--- src/rtl/cpu_pkg.sv ---
`default_nettype none

package cpu_pkg;

	// datapath widths fixed by the instruction format
	localparam int DATA_W     = 16;
	localparam int INSTR_W    = 16;
	localparam int PC_W       = 8;
	localparam int REG_ADDR_W = 3;
	localparam int NUM_REGS   = 8;

	// flags word layout
	localparam int FLAG_Z = 0; // zero
	localparam int FLAG_C = 1; // carry / borrow
	localparam int FLAG_S = 2; // sign
	localparam int FLAG_O = 3; // signed overflow

	// opcodes, instr[15:12]
	localparam logic [3:0] OP_ADD = 4'b0000;
	localparam logic [3:0] OP_SUB = 4'b0001;
	localparam logic [3:0] OP_AND = 4'b0010;
	localparam logic [3:0] OP_OR  = 4'b0011;
	localparam logic [3:0] OP_XOR = 4'b0100;
	localparam logic [3:0] OP_SHL = 4'b0101;
	localparam logic [3:0] OP_LDI = 4'b0110;
	localparam logic [3:0] OP_JT  = 4'b1000; // jump if true
	localparam logic [3:0] OP_JF  = 4'b1001; // jump if false
	localparam logic [3:0] OP_JMP = 4'b1010;
	localparam logic [3:0] OP_NOP = 4'b1111;

	// branch condition codes
	localparam logic [3:0] COND_NOT_ZERO = 4'b0000;
	localparam logic [3:0] COND_OVF      = 4'b0011;
	localparam logic [3:0] COND_NEG      = 4'b0100;
	localparam logic [3:0] COND_ZERO     = 4'b0101;
	localparam logic [3:0] COND_CARRY    = 4'b0110;
	localparam logic [3:0] COND_NEG_ZERO = 4'b0111;
	localparam logic [3:0] COND_ALWAYS   = 4'b1100; // unconditional jumps
	localparam logic [3:0] COND_NONE     = 4'b1111; // never taken

	typedef enum logic [2:0] {
		ALU_ADD  = 3'd0,
		ALU_SUB  = 3'd1,
		ALU_AND  = 3'd2,
		ALU_OR   = 3'd3,
		ALU_XOR  = 3'd4,
		ALU_SHL  = 3'd5,
		ALU_PASS = 3'd6  // immediate pass-through
	} alu_op_e;

endpackage

`default_nettype wire

--- src/rtl/instr_decode.sv ---
`default_nettype none

module instr_decode import cpu_pkg::*; (
	input  wire logic [INSTR_W-1:0]    instr,
	output logic      [REG_ADDR_W-1:0] rd_addr,
	output logic      [REG_ADDR_W-1:0] rs1_addr,
	output logic      [REG_ADDR_W-1:0] rs2_addr,
	output alu_op_e                    alu_op,
	output logic                       use_imm,
	output logic      [DATA_W-1:0]     imm,
	output logic                       writes_reg,
	output logic                       writes_flags,
	output logic      [3:0]            condicao,
	output logic                       opcode,
	output logic      [PC_W-1:0]       target
);

	logic [3:0] op;

	assign op = instr[15:12];

	// fixed fields whose meaning depends on the opcode
	assign rd_addr  = instr[11:9];
	assign rs1_addr = instr[8:6];
	assign rs2_addr = instr[5:3];
	assign imm      = {{(DATA_W-8){1'b0}}, instr[7:0]}; // zero-extended
	assign target   = instr[PC_W-1:0];

	always_comb begin
		alu_op       = ALU_PASS;
		use_imm      = 1'b0;
		writes_reg   = 1'b0;
		writes_flags = 1'b0;
		condicao     = COND_NONE; // no branch unless a jump
		opcode       = 1'b0;

		case (op)
			OP_ADD, OP_SUB, OP_AND, OP_OR, OP_XOR, OP_SHL: begin
				writes_reg   = 1'b1;
				writes_flags = 1'b1;
				case (op)
					OP_ADD:  alu_op = ALU_ADD;
					OP_SUB:  alu_op = ALU_SUB;
					OP_AND:  alu_op = ALU_AND;
					OP_OR:   alu_op = ALU_OR;
					OP_XOR:  alu_op = ALU_XOR;
					default: alu_op = ALU_SHL;
				endcase
			end
			OP_LDI: begin
				alu_op     = ALU_PASS;
				use_imm    = 1'b1;
				writes_reg = 1'b1; // flags untouched
			end
			OP_JT: begin
				condicao = instr[11:8];
				opcode   = 1'b1; // jtrue
			end
			OP_JF: begin
				condicao = instr[11:8];
				opcode   = 1'b0; // jfalse
			end
			OP_JMP: begin
				condicao = COND_ALWAYS;
				opcode   = 1'b1;
			end
			default: begin
				// nop and unused opcodes only advance the pc
				condicao = COND_NONE;
			end
		endcase
	end

endmodule

`default_nettype wire

--- src/rtl/reg_file.sv ---
`default_nettype none

module reg_file import cpu_pkg::*; (
	input  wire logic                  clk,
	input  wire logic                  arst_n,
	input  wire logic [REG_ADDR_W-1:0] rs1_addr,
	input  wire logic [REG_ADDR_W-1:0] rs2_addr,
	input  wire logic [REG_ADDR_W-1:0] wr_addr,
	input  wire logic                  wr_en,
	input  wire logic [DATA_W-1:0]     wr_data,
	output logic      [DATA_W-1:0]     rs1_data,
	output logic      [DATA_W-1:0]     rs2_data
);

	logic [DATA_W-1:0] regs [NUM_REGS];

	always_ff @(posedge clk or negedge arst_n) begin
		if (!arst_n) begin
			for (int i = 0; i < NUM_REGS; i++) begin
				regs[i] <= '0;
			end
		end else if (wr_en) begin
			regs[wr_addr] <= wr_data;
		end
	end

	// reads see the state left by the previous instruction
	assign rs1_data = regs[rs1_addr];
	assign rs2_data = regs[rs2_addr];

endmodule

`default_nettype wire

--- src/rtl/alu.sv ---
`default_nettype none

module alu import cpu_pkg::*; (
	input  alu_op_e                alu_op,
	input  wire logic [DATA_W-1:0] a,
	input  wire logic [DATA_W-1:0] b,
	input  wire logic [DATA_W-1:0] imm,
	input  wire logic              use_imm,
	output logic      [DATA_W-1:0] result,
	output logic      [3:0]        flags_next
);

	logic [DATA_W-1:0] operand; // second operand after the immediate mux
	logic [DATA_W:0]   sum;
	logic [DATA_W:0]   diff;
	logic              carry;
	logic              ovf;

	assign operand = use_imm ? imm : b;

	// one extra bit catches carry out and borrow
	assign sum  = {1'b0, a} + {1'b0, operand};
	assign diff = {1'b0, a} - {1'b0, operand};

	always_comb begin
		result = '0;
		carry  = 1'b0;
		ovf    = 1'b0;

		case (alu_op)
			ALU_ADD: begin
				result = sum[DATA_W-1:0];
				carry  = sum[DATA_W];
				// same-sign inputs whose sum flips sign
				ovf    = (a[DATA_W-1] == operand[DATA_W-1]) &&
				         (result[DATA_W-1] != a[DATA_W-1]);
			end
			ALU_SUB: begin
				result = diff[DATA_W-1:0];
				carry  = diff[DATA_W]; // borrow
				ovf    = (a[DATA_W-1] != operand[DATA_W-1]) &&
				         (result[DATA_W-1] != a[DATA_W-1]);
			end
			ALU_AND: result = a & operand;
			ALU_OR:  result = a | operand;
			ALU_XOR: result = a ^ operand;
			ALU_SHL: begin
				result = {a[DATA_W-2:0], 1'b0};
				carry  = a[DATA_W-1]; // bit shifted out
			end
			ALU_PASS: result = operand;
			default:  result = '0;
		endcase
	end

	always_comb begin
		flags_next         = '0;
		flags_next[FLAG_Z] = (result == '0);
		flags_next[FLAG_C] = carry;
		flags_next[FLAG_S] = result[DATA_W-1];
		flags_next[FLAG_O] = ovf;
	end

endmodule

`default_nettype wire

--- src/rtl/test_flags.sv ---
`default_nettype none

module test_flags import cpu_pkg::*; (
	input  wire logic       opcode,   // 1 = jtrue, 0 = jfalse
	input  wire logic [3:0] condicao,
	input  wire logic [3:0] flags,
	output logic            saida_mux // take the branch
);

	logic hit; // selected condition holds

	always_comb begin
		hit = 1'b0;
		case (condicao)
			COND_NEG:      hit = flags[FLAG_S];
			COND_ZERO:     hit = flags[FLAG_Z];
			COND_CARRY:    hit = flags[FLAG_C];
			COND_NEG_ZERO: hit = flags[FLAG_Z] || flags[FLAG_S];
			COND_NOT_ZERO: hit = !flags[FLAG_Z];
			COND_OVF:      hit = flags[FLAG_O];
			default:       hit = 1'b0;
		endcase
	end

	always_comb begin
		case (condicao)
			COND_NEG, COND_ZERO, COND_CARRY, COND_NEG_ZERO,
			COND_NOT_ZERO, COND_OVF: begin
				saida_mux = opcode ? hit : !hit; // jfalse inverts
			end
			COND_ALWAYS: begin
				saida_mux = 1'b1; // jmp
			end
			default: begin
				saida_mux = 1'b0; // none and unlisted codes never jump
			end
		endcase
	end

endmodule

`default_nettype wire

--- src/rtl/retire_unit.sv ---
`default_nettype none

module retire_unit import cpu_pkg::*; (
	input  wire logic                  clk,
	input  wire logic                  arst_n,
	input  wire logic                  instr_valid,
	input  wire logic                  writes_reg,
	input  wire logic                  writes_flags,
	input  wire logic [3:0]            flags_next,
	input  wire logic                  take_branch,
	input  wire logic [PC_W-1:0]       target,
	input  wire logic [REG_ADDR_W-1:0] rd_addr,
	input  wire logic [DATA_W-1:0]     result,
	output logic                       retire,
	output logic      [PC_W-1:0]       pc,
	output logic      [3:0]            flags,
	output logic                       wr_en,
	output logic      [REG_ADDR_W-1:0] wr_addr,
	output logic      [DATA_W-1:0]     wr_data
);

	always_ff @(posedge clk or negedge arst_n) begin
		if (!arst_n) begin
			retire  <= 1'b0;
			pc      <= '0;
			flags   <= '0;
			wr_en   <= 1'b0;
			wr_addr <= '0;
			wr_data <= '0;
		end else if (instr_valid) begin
			retire  <= 1'b1;
			pc      <= take_branch ? target : pc + 1'b1; // wraps at ff
			if (writes_flags) begin
				flags <= flags_next;
			end
			wr_en   <= writes_reg;
			wr_addr <= writes_reg ? rd_addr : '0; // zero when nothing written
			wr_data <= writes_reg ? result : '0;
		end else begin
			retire <= 1'b0; // one pulse per accepted instr
			wr_en  <= 1'b0;
		end
	end

endmodule

`default_nettype wire

--- src/rtl/cpu_core.sv ---
`default_nettype none

module cpu_core import cpu_pkg::*; (
	input  wire logic                  clk,
	input  wire logic                  arst_n,
	input  wire logic                  instr_valid,
	input  wire logic [INSTR_W-1:0]    instr,
	output logic                       retire,
	output logic      [PC_W-1:0]       pc,
	output logic      [3:0]            flags,
	output logic                       wr_en,
	output logic      [REG_ADDR_W-1:0] wr_addr,
	output logic      [DATA_W-1:0]     wr_data
);

	logic [REG_ADDR_W-1:0] rd_addr;
	logic [REG_ADDR_W-1:0] rs1_addr;
	logic [REG_ADDR_W-1:0] rs2_addr;
	alu_op_e               alu_op;
	logic                  use_imm;
	logic [DATA_W-1:0]     imm;
	logic                  writes_reg;
	logic                  writes_flags;
	logic [3:0]            condicao;
	logic                  opcode;
	logic [PC_W-1:0]       target;
	logic [DATA_W-1:0]     rs1_data;
	logic [DATA_W-1:0]     rs2_data;
	logic [DATA_W-1:0]     result;
	logic [3:0]            flags_next;
	logic                  take_branch;
	logic                  rf_wr_en;

	assign rf_wr_en = instr_valid && writes_reg; // only accepted instrs write

	instr_decode instr_decode_inst (
		.instr        (instr),
		.rd_addr      (rd_addr),
		.rs1_addr     (rs1_addr),
		.rs2_addr     (rs2_addr),
		.alu_op       (alu_op),
		.use_imm      (use_imm),
		.imm          (imm),
		.writes_reg   (writes_reg),
		.writes_flags (writes_flags),
		.condicao     (condicao),
		.opcode       (opcode),
		.target       (target)
	);

	reg_file reg_file_inst (
		.clk      (clk),
		.arst_n   (arst_n),
		.rs1_addr (rs1_addr),
		.rs2_addr (rs2_addr),
		.wr_addr  (rd_addr),
		.wr_en    (rf_wr_en),
		.wr_data  (result),
		.rs1_data (rs1_data),
		.rs2_data (rs2_data)
	);

	alu alu_inst (
		.alu_op     (alu_op),
		.a          (rs1_data),
		.b          (rs2_data),
		.imm        (imm),
		.use_imm    (use_imm),
		.result     (result),
		.flags_next (flags_next)
	);

	// branch decision uses the retired flags
	test_flags test_flags_inst (
		.opcode    (opcode),
		.condicao  (condicao),
		.flags     (flags),
		.saida_mux (take_branch)
	);

	retire_unit retire_unit_inst (
		.clk          (clk),
		.arst_n       (arst_n),
		.instr_valid  (instr_valid),
		.writes_reg   (writes_reg),
		.writes_flags (writes_flags),
		.flags_next   (flags_next),
		.take_branch  (take_branch),
		.target       (target),
		.rd_addr      (rd_addr),
		.result       (result),
		.retire       (retire),
		.pc           (pc),
		.flags        (flags),
		.wr_en        (wr_en),
		.wr_addr      (wr_addr),
		.wr_data      (wr_data)
	);

endmodule

`default_nettype wire

--- config.mk ---
export PLATFORM = sky130hd
export DESIGN_NAME = cpu_core
export DESIGN_NICKNAME = d
export VERILOG_FILES = /design/src/rtl/cpu_pkg.sv /design/src/rtl/instr_decode.sv /design/src/rtl/reg_file.sv /design/src/rtl/alu.sv /design/src/rtl/test_flags.sv /design/src/rtl/retire_unit.sv /design/src/rtl/cpu_core.sv
export SDC_FILE = /design/constraint.sdc
export NUM_CORES = 1
export LEC_CHECK = 0
export BUFFER_PORTS_ARGS = -buffer_cell sky130_fd_sc_hd__clkbuf_2
export CORE_MARGIN = 2
export CORE_UTILIZATION = 42
export CTS_BUF_LIST = sky130_fd_sc_hd__clkbuf_8 sky130_fd_sc_hd__clkbuf_16
export DETAILED_ROUTE_END_ITERATION = 10
export RECOVER_POWER = 25
export SYNTH_ARGS = -nofsm -noshare
export SYNTH_HDL_FRONTEND = slang
export SYNTH_SLANG_ARGS = --single-unit
--- constraint.sdc ---
create_clock -name clk -period 4.1 [get_ports clk]
set_clock_uncertainty 0.15 [all_clocks]
set_input_delay 0.82 -clock clk [delete_from_list [all_inputs] [get_ports clk]]
set_output_delay 0.82 -clock clk [all_outputs]
set_load 0.1 [all_outputs]
==> results of run 1 <==
critical path, delay by kind of cell:
kind / cells / cell delay [ns]
compound gates: 4 / 0.77
xor+xnor: 1 / 0.17
fa+ha+maj: 1 / 0.29
buf+inv: 6 / 0.79
mux: 2 / 0.79
simple gates: 4 / 1.18
cell families (layout without fill, tap and decap cells):
| group | Yosys count | after routing | synth area share (%) |
|---|---|---|---|
| compound gates | 290 | 291 | 17.4 |
| flops | 161 | 161 | 37.1 |
| fa+ha+maj | 52 | 52 | 6.13 |
| buf+inv | 133 | 488 | 5.40 |
| xor+xnor | 18 | 18 | 1.45 |
| mux | 149 | 149 | 21.5 |
| simple gates | 262 | 262 | 11.0 |
where the power goes:
group	internal, mW	switching (mW)	total, mW
clock	0.950	0.779	1.73
sequential	1.98	0.312	2.29
combinational	2.56	2.91	5.46
total	5.49	4.00	9.48
path summary, 6_finish.rpt:
kind                                                            to  slack (ns)  cells after the start
min reg2reg                retire_unit_inst.wr_data[1]$_DFFE_PN0P_        0.34                      1
min                        retire_unit_inst.wr_data[1]$_DFFE_PN0P_        0.34                      1
max                          retire_unit_inst.flags[0]$_DFFE_PN0P_       -0.55                     18
min in group asynchronous       reg_file_inst.regs[77]$_DFFE_PN0P_        0.99                      1
max reg2reg                  retire_unit_inst.flags[0]$_DFFE_PN0P_       -0.30                     13
max in group asynchronous        reg_file_inst.regs[3]$_DFFE_PN0P_        1.39                      1
what timing repair did:
item                                   4_1_cts  5_1_grt
setup buffers                               51       15
gates cloned                                 5        2
pin swaps                                   54       45
setup endpoints to repair                   75       84
endpoints found under the hold margin        0        0
gates resized for setup                    131       80
registers in the layout, summed over array words and instances, names as in the netlist:
register                  count
reg_file_inst.regs          128
retire_unit_inst.wr_data     16
retire_unit_inst.pc           8
retire_unit_inst.flags        4
retire_unit_inst.wr_addr      3
retire_unit_inst.retire       1
retire_unit_inst.wr_en        1
cell usage in the layout, fill, tap and decap left out, drive strengths merged, types with 34 or more instances in the layout:
cell type	instances
buf	342
dfrtp	161
nand2	143
o21ai	132
clkbuf	70
inv	66
mux4	59
mux2i	56
ha	50
nor2	46
mux2	34
a21oi	34
final cells by class:
| type | count | area share, % |
|---|---|---|
| Clock buffer | 18 | 2.82 |
| Clock inverter | 14 | 1.22 |
| Inverter | 62 | 1.50 |
| Multi-Input combinational cell | 772 | 44.9 |
| Sequential cell | 161 | 25.9 |
| Tap cell | 330 | 2.65 |
| Timing Repair Buffer | 394 | 21.1 |
metal layers:
metal	vias to the layer above	part of all wire, %	track usage, %
met5	-	0	0
met4	0	3.3	12.0
met3	68	7.8	6.81
met2	428	46	44.4
met1	5191	43	39.8
li1	4608	-	-
through the flow:
| stage | hold slack (ns) | instance area, µm² |
|---|---|---|
| 2_1_floorplan | 0.308 | 11100 |
| 4_1_cts | 0.346 | 15200 |
| 6_report | 0.340 | 15600 |
| 3_5_place_dp | 0.328 | 13600 |
| 5_1_grt | 0.351 | 15600 |
| 3_3_place_gp | 0.321 | 13600 |
==> metrics.cfg, run 1 <==
[grt]
gr-total-overflow = 0
antenna_found_initial = 0
grt_max_degree = 100
grt_pass1_vias = 10100
grt_pass1_wl_mm = 58.8
grt_use_total_pct = 29.0

[worst_setup_path]
cp_slowest_stage_delay_ns = 0.53
cp-end-kind = register
startpoint_type = input pin
crit_chain = clkbuf_16 > buf_12 > buf_6 > mux4_2 > mux2_4 > buf_4 > ha_4 > buf_4 > nand2_1 > a211oi_2 > buf_4 > o211a_1 > nor2_1 > xor2_1 > o21ai_1 > or4b_4 > or4_4 > o41ai_2
startpoint = instr[6]
path_class = in -> reg
reg2reg_from = reg_file_inst.regs[65]$_DFFE_PN0P_
worstPathArrival_ns = 4.84
critPathSlowestCell = or4_4
crit_top_cell = buf_4
crit_fanout = 5
cp.required_ns = 4.29

[sta]
min_period_ns = 4.65
finalCritPeriodShare_pct = 113
fmax_mhz = 215
slew_headroom_pct = -63.4
finalMaxSlewViolations = 100
worst_slew_pin_slew_ns = 2.45
setup_violations = 38
finalWorstSetupSlack_ns = -0.545
setup_tns_ns = -10.63
grt_setup_unrepaired = yes
hold_viol_final = 0

[finish]
layout-area-overhead-vs-synth_pct = 43.5
stdcell_count = 1751
nets = 1479
nFillCells = 2067
multiInputGateArea_um2 = 6990
drive_above_1_share_pct = 46.3
regArea_um2 = 4030
num_antenna_cells = 0
finish.utilization_pct = 61.7

[synthesis]
synthFlopType = dfrtp_1
synth-async-reset-ratio_pct = 100
synth_common_cells = dfrtp_1, nand2_1, o21ai_0
yosysTopAreaCell = dfrtp_1
yosysSeqAreaShare_pct = 37.1
synthCells = 1065
synth-edff-count = 0
synthTopCellsByArea = dfrtp_1, mux4_2, o21ai_0
synth_area_per_cell_um2 = 10.2
synth_area_um2 = 10900
ys_types = 82
ys_ff_latch = 161
ys.warnings.count = 0
yosysTopAreaCellShare_pct = 37.1
synth_nets = 1136
yosysMostFrequentCell = dfrtp_1

[die]
die_h_um = 165
rows = 58
die_x_um = 165
core_um2 = 25300
start_util_pct = 43.0
dieArea_um2 = 27100
ioPinCount = 52

[drt]
drt-initial-drc-count = 1028
first_pass_iters = 5
dr_total_vias = 10300
drt-total-wl_mm = 38.5
antenna_left = 0
drc_errors = 0
avgViaCountPerCell = 5.88
wl_per_cell_um = 22.0

[placed_design]
io_buffers = 51
dp.cells = 1657
gp_congestion = 0.915
dp_slack_ns = -1.23
dpl.hpwl_mm = 26.4

[power_and_ir_drop]
p_per_area_nw_per_um2 = 609
peakVddDrop_mv = 0.356
finalPower_mw = 9.48
p_leak_nw = 7.31

[run_status]
failed_checks = max-capacitance violations, max-slew violations, negative setup slack
status = finished with violations

[clock_tree]
cts_max_level = 4
clkTransAtPathRegs_ns = 0.08
clkLatencyLatePin_ns = 0.44
cts_tree = done
cts_made_buffers = 17
clock_sinks = 161
clockRootBuffer = clkbuf_16
ctsHoldBuffers = 0
clock_path_buffers = 2

[min_path]
hp-start = retire_unit_inst.wr_data[1]$_DFFE_PN0P_
hold_class = reg -> reg

[flow_run]
maxCapViolations = 1

Power figures use the tool's default switching activity.
==> run 2, diff against run 1 <==
==> constraint.sdc (replaced) <==
create_clock -name clk -period 4.6 [get_ports clk]
set_clock_uncertainty 0.15 [all_clocks]
set_input_delay 0.92 -clock clk [delete_from_list [all_inputs] [get_ports clk]]
set_output_delay 0.92 -clock clk [all_outputs]
set_load 0.1 [all_outputs]
==> run 2 against run 1 <==
Against the previous run: the flow still finishes with violations (max-capacitance violations, max-slew violations, negative setup slack); setup slack improved by 0.36 ns; first-iteration DRC count is 19% lower; via count fell by 7.8%; largest cell class unchanged; critical endpoint unchanged; non-clock buffer count shrank 101; sequential power decreased by 10%; register-to-register slack improved by 0.48 ns; design area fell by 7.7%; count of clock-buffer cells in the layout fell by 1; total power decreased by 19%; routed wire length down 7.5%.
==> metrics.cfg, run 2 (synthesis results as in run 1) <==
[run_status]
status = finished with violations
failed_checks = max-capacitance violations, max-slew violations, negative setup slack

[die]
core_um2 = 25300  ; unchanged
ioPinCount = 52  ; unchanged
dieArea_um2 = 27100  ; unchanged
die_h_um = 165  ; unchanged
die_x_um = 165  ; unchanged
rows = 58  ; unchanged
start_util_pct = 43.0  ; unchanged

[finish]
reg_top3 = reg_file_inst.regs (128), retire_unit_inst.wr_data (16), retire_unit_inst.pc (8)
final_common_cell = buf_4
top_register = reg_file_inst.regs
fin_area_um2 = 14400  ; -7.7%
drive_above_1_share_pct = 37.7  ; -8.6 points
mostFrequentLayoutCells = buf_4, dfrtp_1, nand2_1
num_antenna_cells = 0  ; unchanged
nFillCells = 2203  ; +6.6%
nets = 1378  ; -6.8%
largest_reg_flops = 128  ; unchanged
layout-area-overhead-vs-synth_pct = 32.4

[grt]
grt_max_degree = 87  ; -13%
grt_pass1_wl_mm = 54.7  ; -6.9%
grt_use_total_pct = 27.0  ; -2.0 points
antenna_found_initial = 0  ; unchanged
gr-total-overflow = 0  ; unchanged
grt_pass1_vias = 9372  ; -7.3%

[placed_design]
gp_congestion = 0.933  ; +2.0%
dpl_cell_area_um2 = 12900  ; -4.8%
dpl.hpwl_mm = 24.8  ; -5.8%
io_buffers = 51  ; unchanged

[clock_tree]
clockRootBuffer = clkbuf_16
clkTransAtPathRegs_ns = 0.07  ; about the same
cts_tree = done
clock_sinks = 161  ; unchanged
clock_path_buffers = 2  ; unchanged
clkLatencyLatePin_ns = 0.44  ; about the same
cts_made_buffers = 17  ; unchanged
cts_max_level = 4  ; unchanged

[worst_setup_path]
path_class = in -> reg
crit_fanout = 5  ; unchanged
worstPathArrival_ns = 4.96  ; +0.12 ns
cp-end-kind = register
startpoint_type = input pin
cp.required_ns = 4.78  ; +0.49 ns

[drt]
antenna_left = 0  ; unchanged
first_pass_iters = 5  ; unchanged
wl_per_cell_um = 21.6  ; -1.8%
avgViaCountPerCell = 5.75  ; -2.1%
dr_total_vias = 9493  ; -7.8%
drc_errors = 0  ; unchanged
drt-total-wl_mm = 35.6  ; -7.5%
drt-initial-drc-count = 833  ; -19%

[power_and_ir_drop]
clkPwrFrac_pct = 18.2  ; about the same
power_frac_comb_pct = 55.0  ; -2.6 points
p_leak_nw = 6.71  ; -8.2%
p_sw_share_pct = 42.3  ; +0.11 points
p_switching_mw = 3.23  ; -19%
p_int_mw = 4.42  ; -19%
p_seq_share_pct = 26.8  ; +2.6 points
p_per_area_nw_per_um2 = 532  ; -13%
peakVddDrop_mv = 0.315  ; -12%

[sta]
slew_headroom_pct = -52.3  ; +11 points
fin_hold_ws_ns = 0.335  ; -0.00457 ns
finalMaxSlewViolations = 86  ; -14%
grt_setup_unrepaired = yes
hold_viol_final = 0  ; unchanged
finalCritPeriodShare_pct = 104
worst_slew_pin_slew_ns = 2.28  ; -0.167 ns
fmax_mhz = 209
finalWorstSetupSlack_ns = -0.187  ; +0.358 ns
setup_violations = 9  ; -76%
min_period_ns = 4.79

[flow_run]
maxCapViolations = 1  ; unchanged

[min_path]
hold_class = reg -> reg

==> run 2: layout make-up <==
| type | instances | area [µm²] | area share [%] |
|---|---|---|---|
| tap | 330 | 413 | 2.87 |
| clock inverter | 15 | 135 | 0.940 |
| inverter | 62 | 238 | 1.65 |
| timing repair buffer | 293 | 2370 | 16.5 |
| multi-input combinational | 772 | 6760 | 47.1 |
| clock buffer | 17 | 425 | 2.96 |
| sequential | 161 | 4030 | 28.0 |
==> run 2: worst paths after layout <==
| kind | depth (start not counted) | to | start | slack [ns] |
|---|---|---|---|---|
| min in group asynchronous | 1 | retire_unit_inst.wr_data[3]$_DFFE_PN0P_ | arst_n | 0.98 |
| worst max register to register | 15 | retire_unit_inst.flags[0]$_DFFE_PN0P_ | reg_file_inst.regs[86]$_DFFE_PN0P_ | 0.18 |
| worst min register to register | 1 | retire_unit_inst.wr_data[4]$_DFFE_PN0P_ | retire_unit_inst.wr_data[4]$_DFFE_PN0P_ | 0.34 |
| max in group asynchronous | 2 | reg_file_inst.regs[90]$_DFFE_PN0P_ | arst_n | 1.94 |
| worst max-delay path | 16 | retire_unit_inst.flags[0]$_DFFE_PN0P_ | instr[3] | -0.19 |
| worst min-delay path | 1 | retire_unit_inst.wr_data[4]$_DFFE_PN0P_ | retire_unit_inst.wr_data[4]$_DFFE_PN0P_ | 0.34 |
==> run 2: repair_timing <==
action | CTS | global route
endpoints found under the setup margin | 29 | 30
setup buffers | 20 | 14
endpoints found under the hold margin | 0 | 0
hold buffers | 0 | 0
gates resized for setup | 51 | 63
pin swaps | 22 | 34
gates cloned | 3 | 3
==> run 2: metrics by stage <==
step           utilization [%]  TNS (ns)  instances  setup slack (ns)  total power, mW
6_report                  56.9    -0.740       1650            -0.187             7.65
3_3_place_gp              51.2    -27.30       1581            -0.784             5.70
5_1_grt                   56.9     -2.42       1650            -0.332             8.10
2_1_floorplan                -     -2.83       1065            -0.548             4.38
3_5_place_dp              51.2    -28.76       1581            -0.903             5.75
4_1_cts                   55.2    -0.690       1636            -0.187             7.33
==> run 2: layer usage <==
layer / wire length [µm] / global-route usage [%]
met1: 16400 / 37.9
met2: 15900 / 40.6
met4: 1370 / 11.3
met3: 2010 / 5.70
met5: 0 / 0
==> run 2: power groups by stage <==
stage,clock network [mW],registers (mW),logic [mW]
finish,1.39,2.05,4.21
global route,1.47,2.09,4.53
CTS,1.42,2.04,3.87
detailed placement,0,2.06,3.69
global placement,0,2.05,3.65
floorplan,0,2.48,1.90
==> run 2: critical path, cell delays in order <==
cell and delay [ns]:
clkbuf_16 0.12, buf_4 0.11, buf_12 0.10, mux4_2 0.50, o21ai_2 0.15, o21ai_2 0.08, ha_1 0.20, nor2b_1 0.14
or4_4 0.45, o211ai_4 0.23, mux2i_1 0.20, nor2_1 0.05, or4_1 0.47, or4b_1 0.52, or4_4 0.50, o41ai_4 0.21
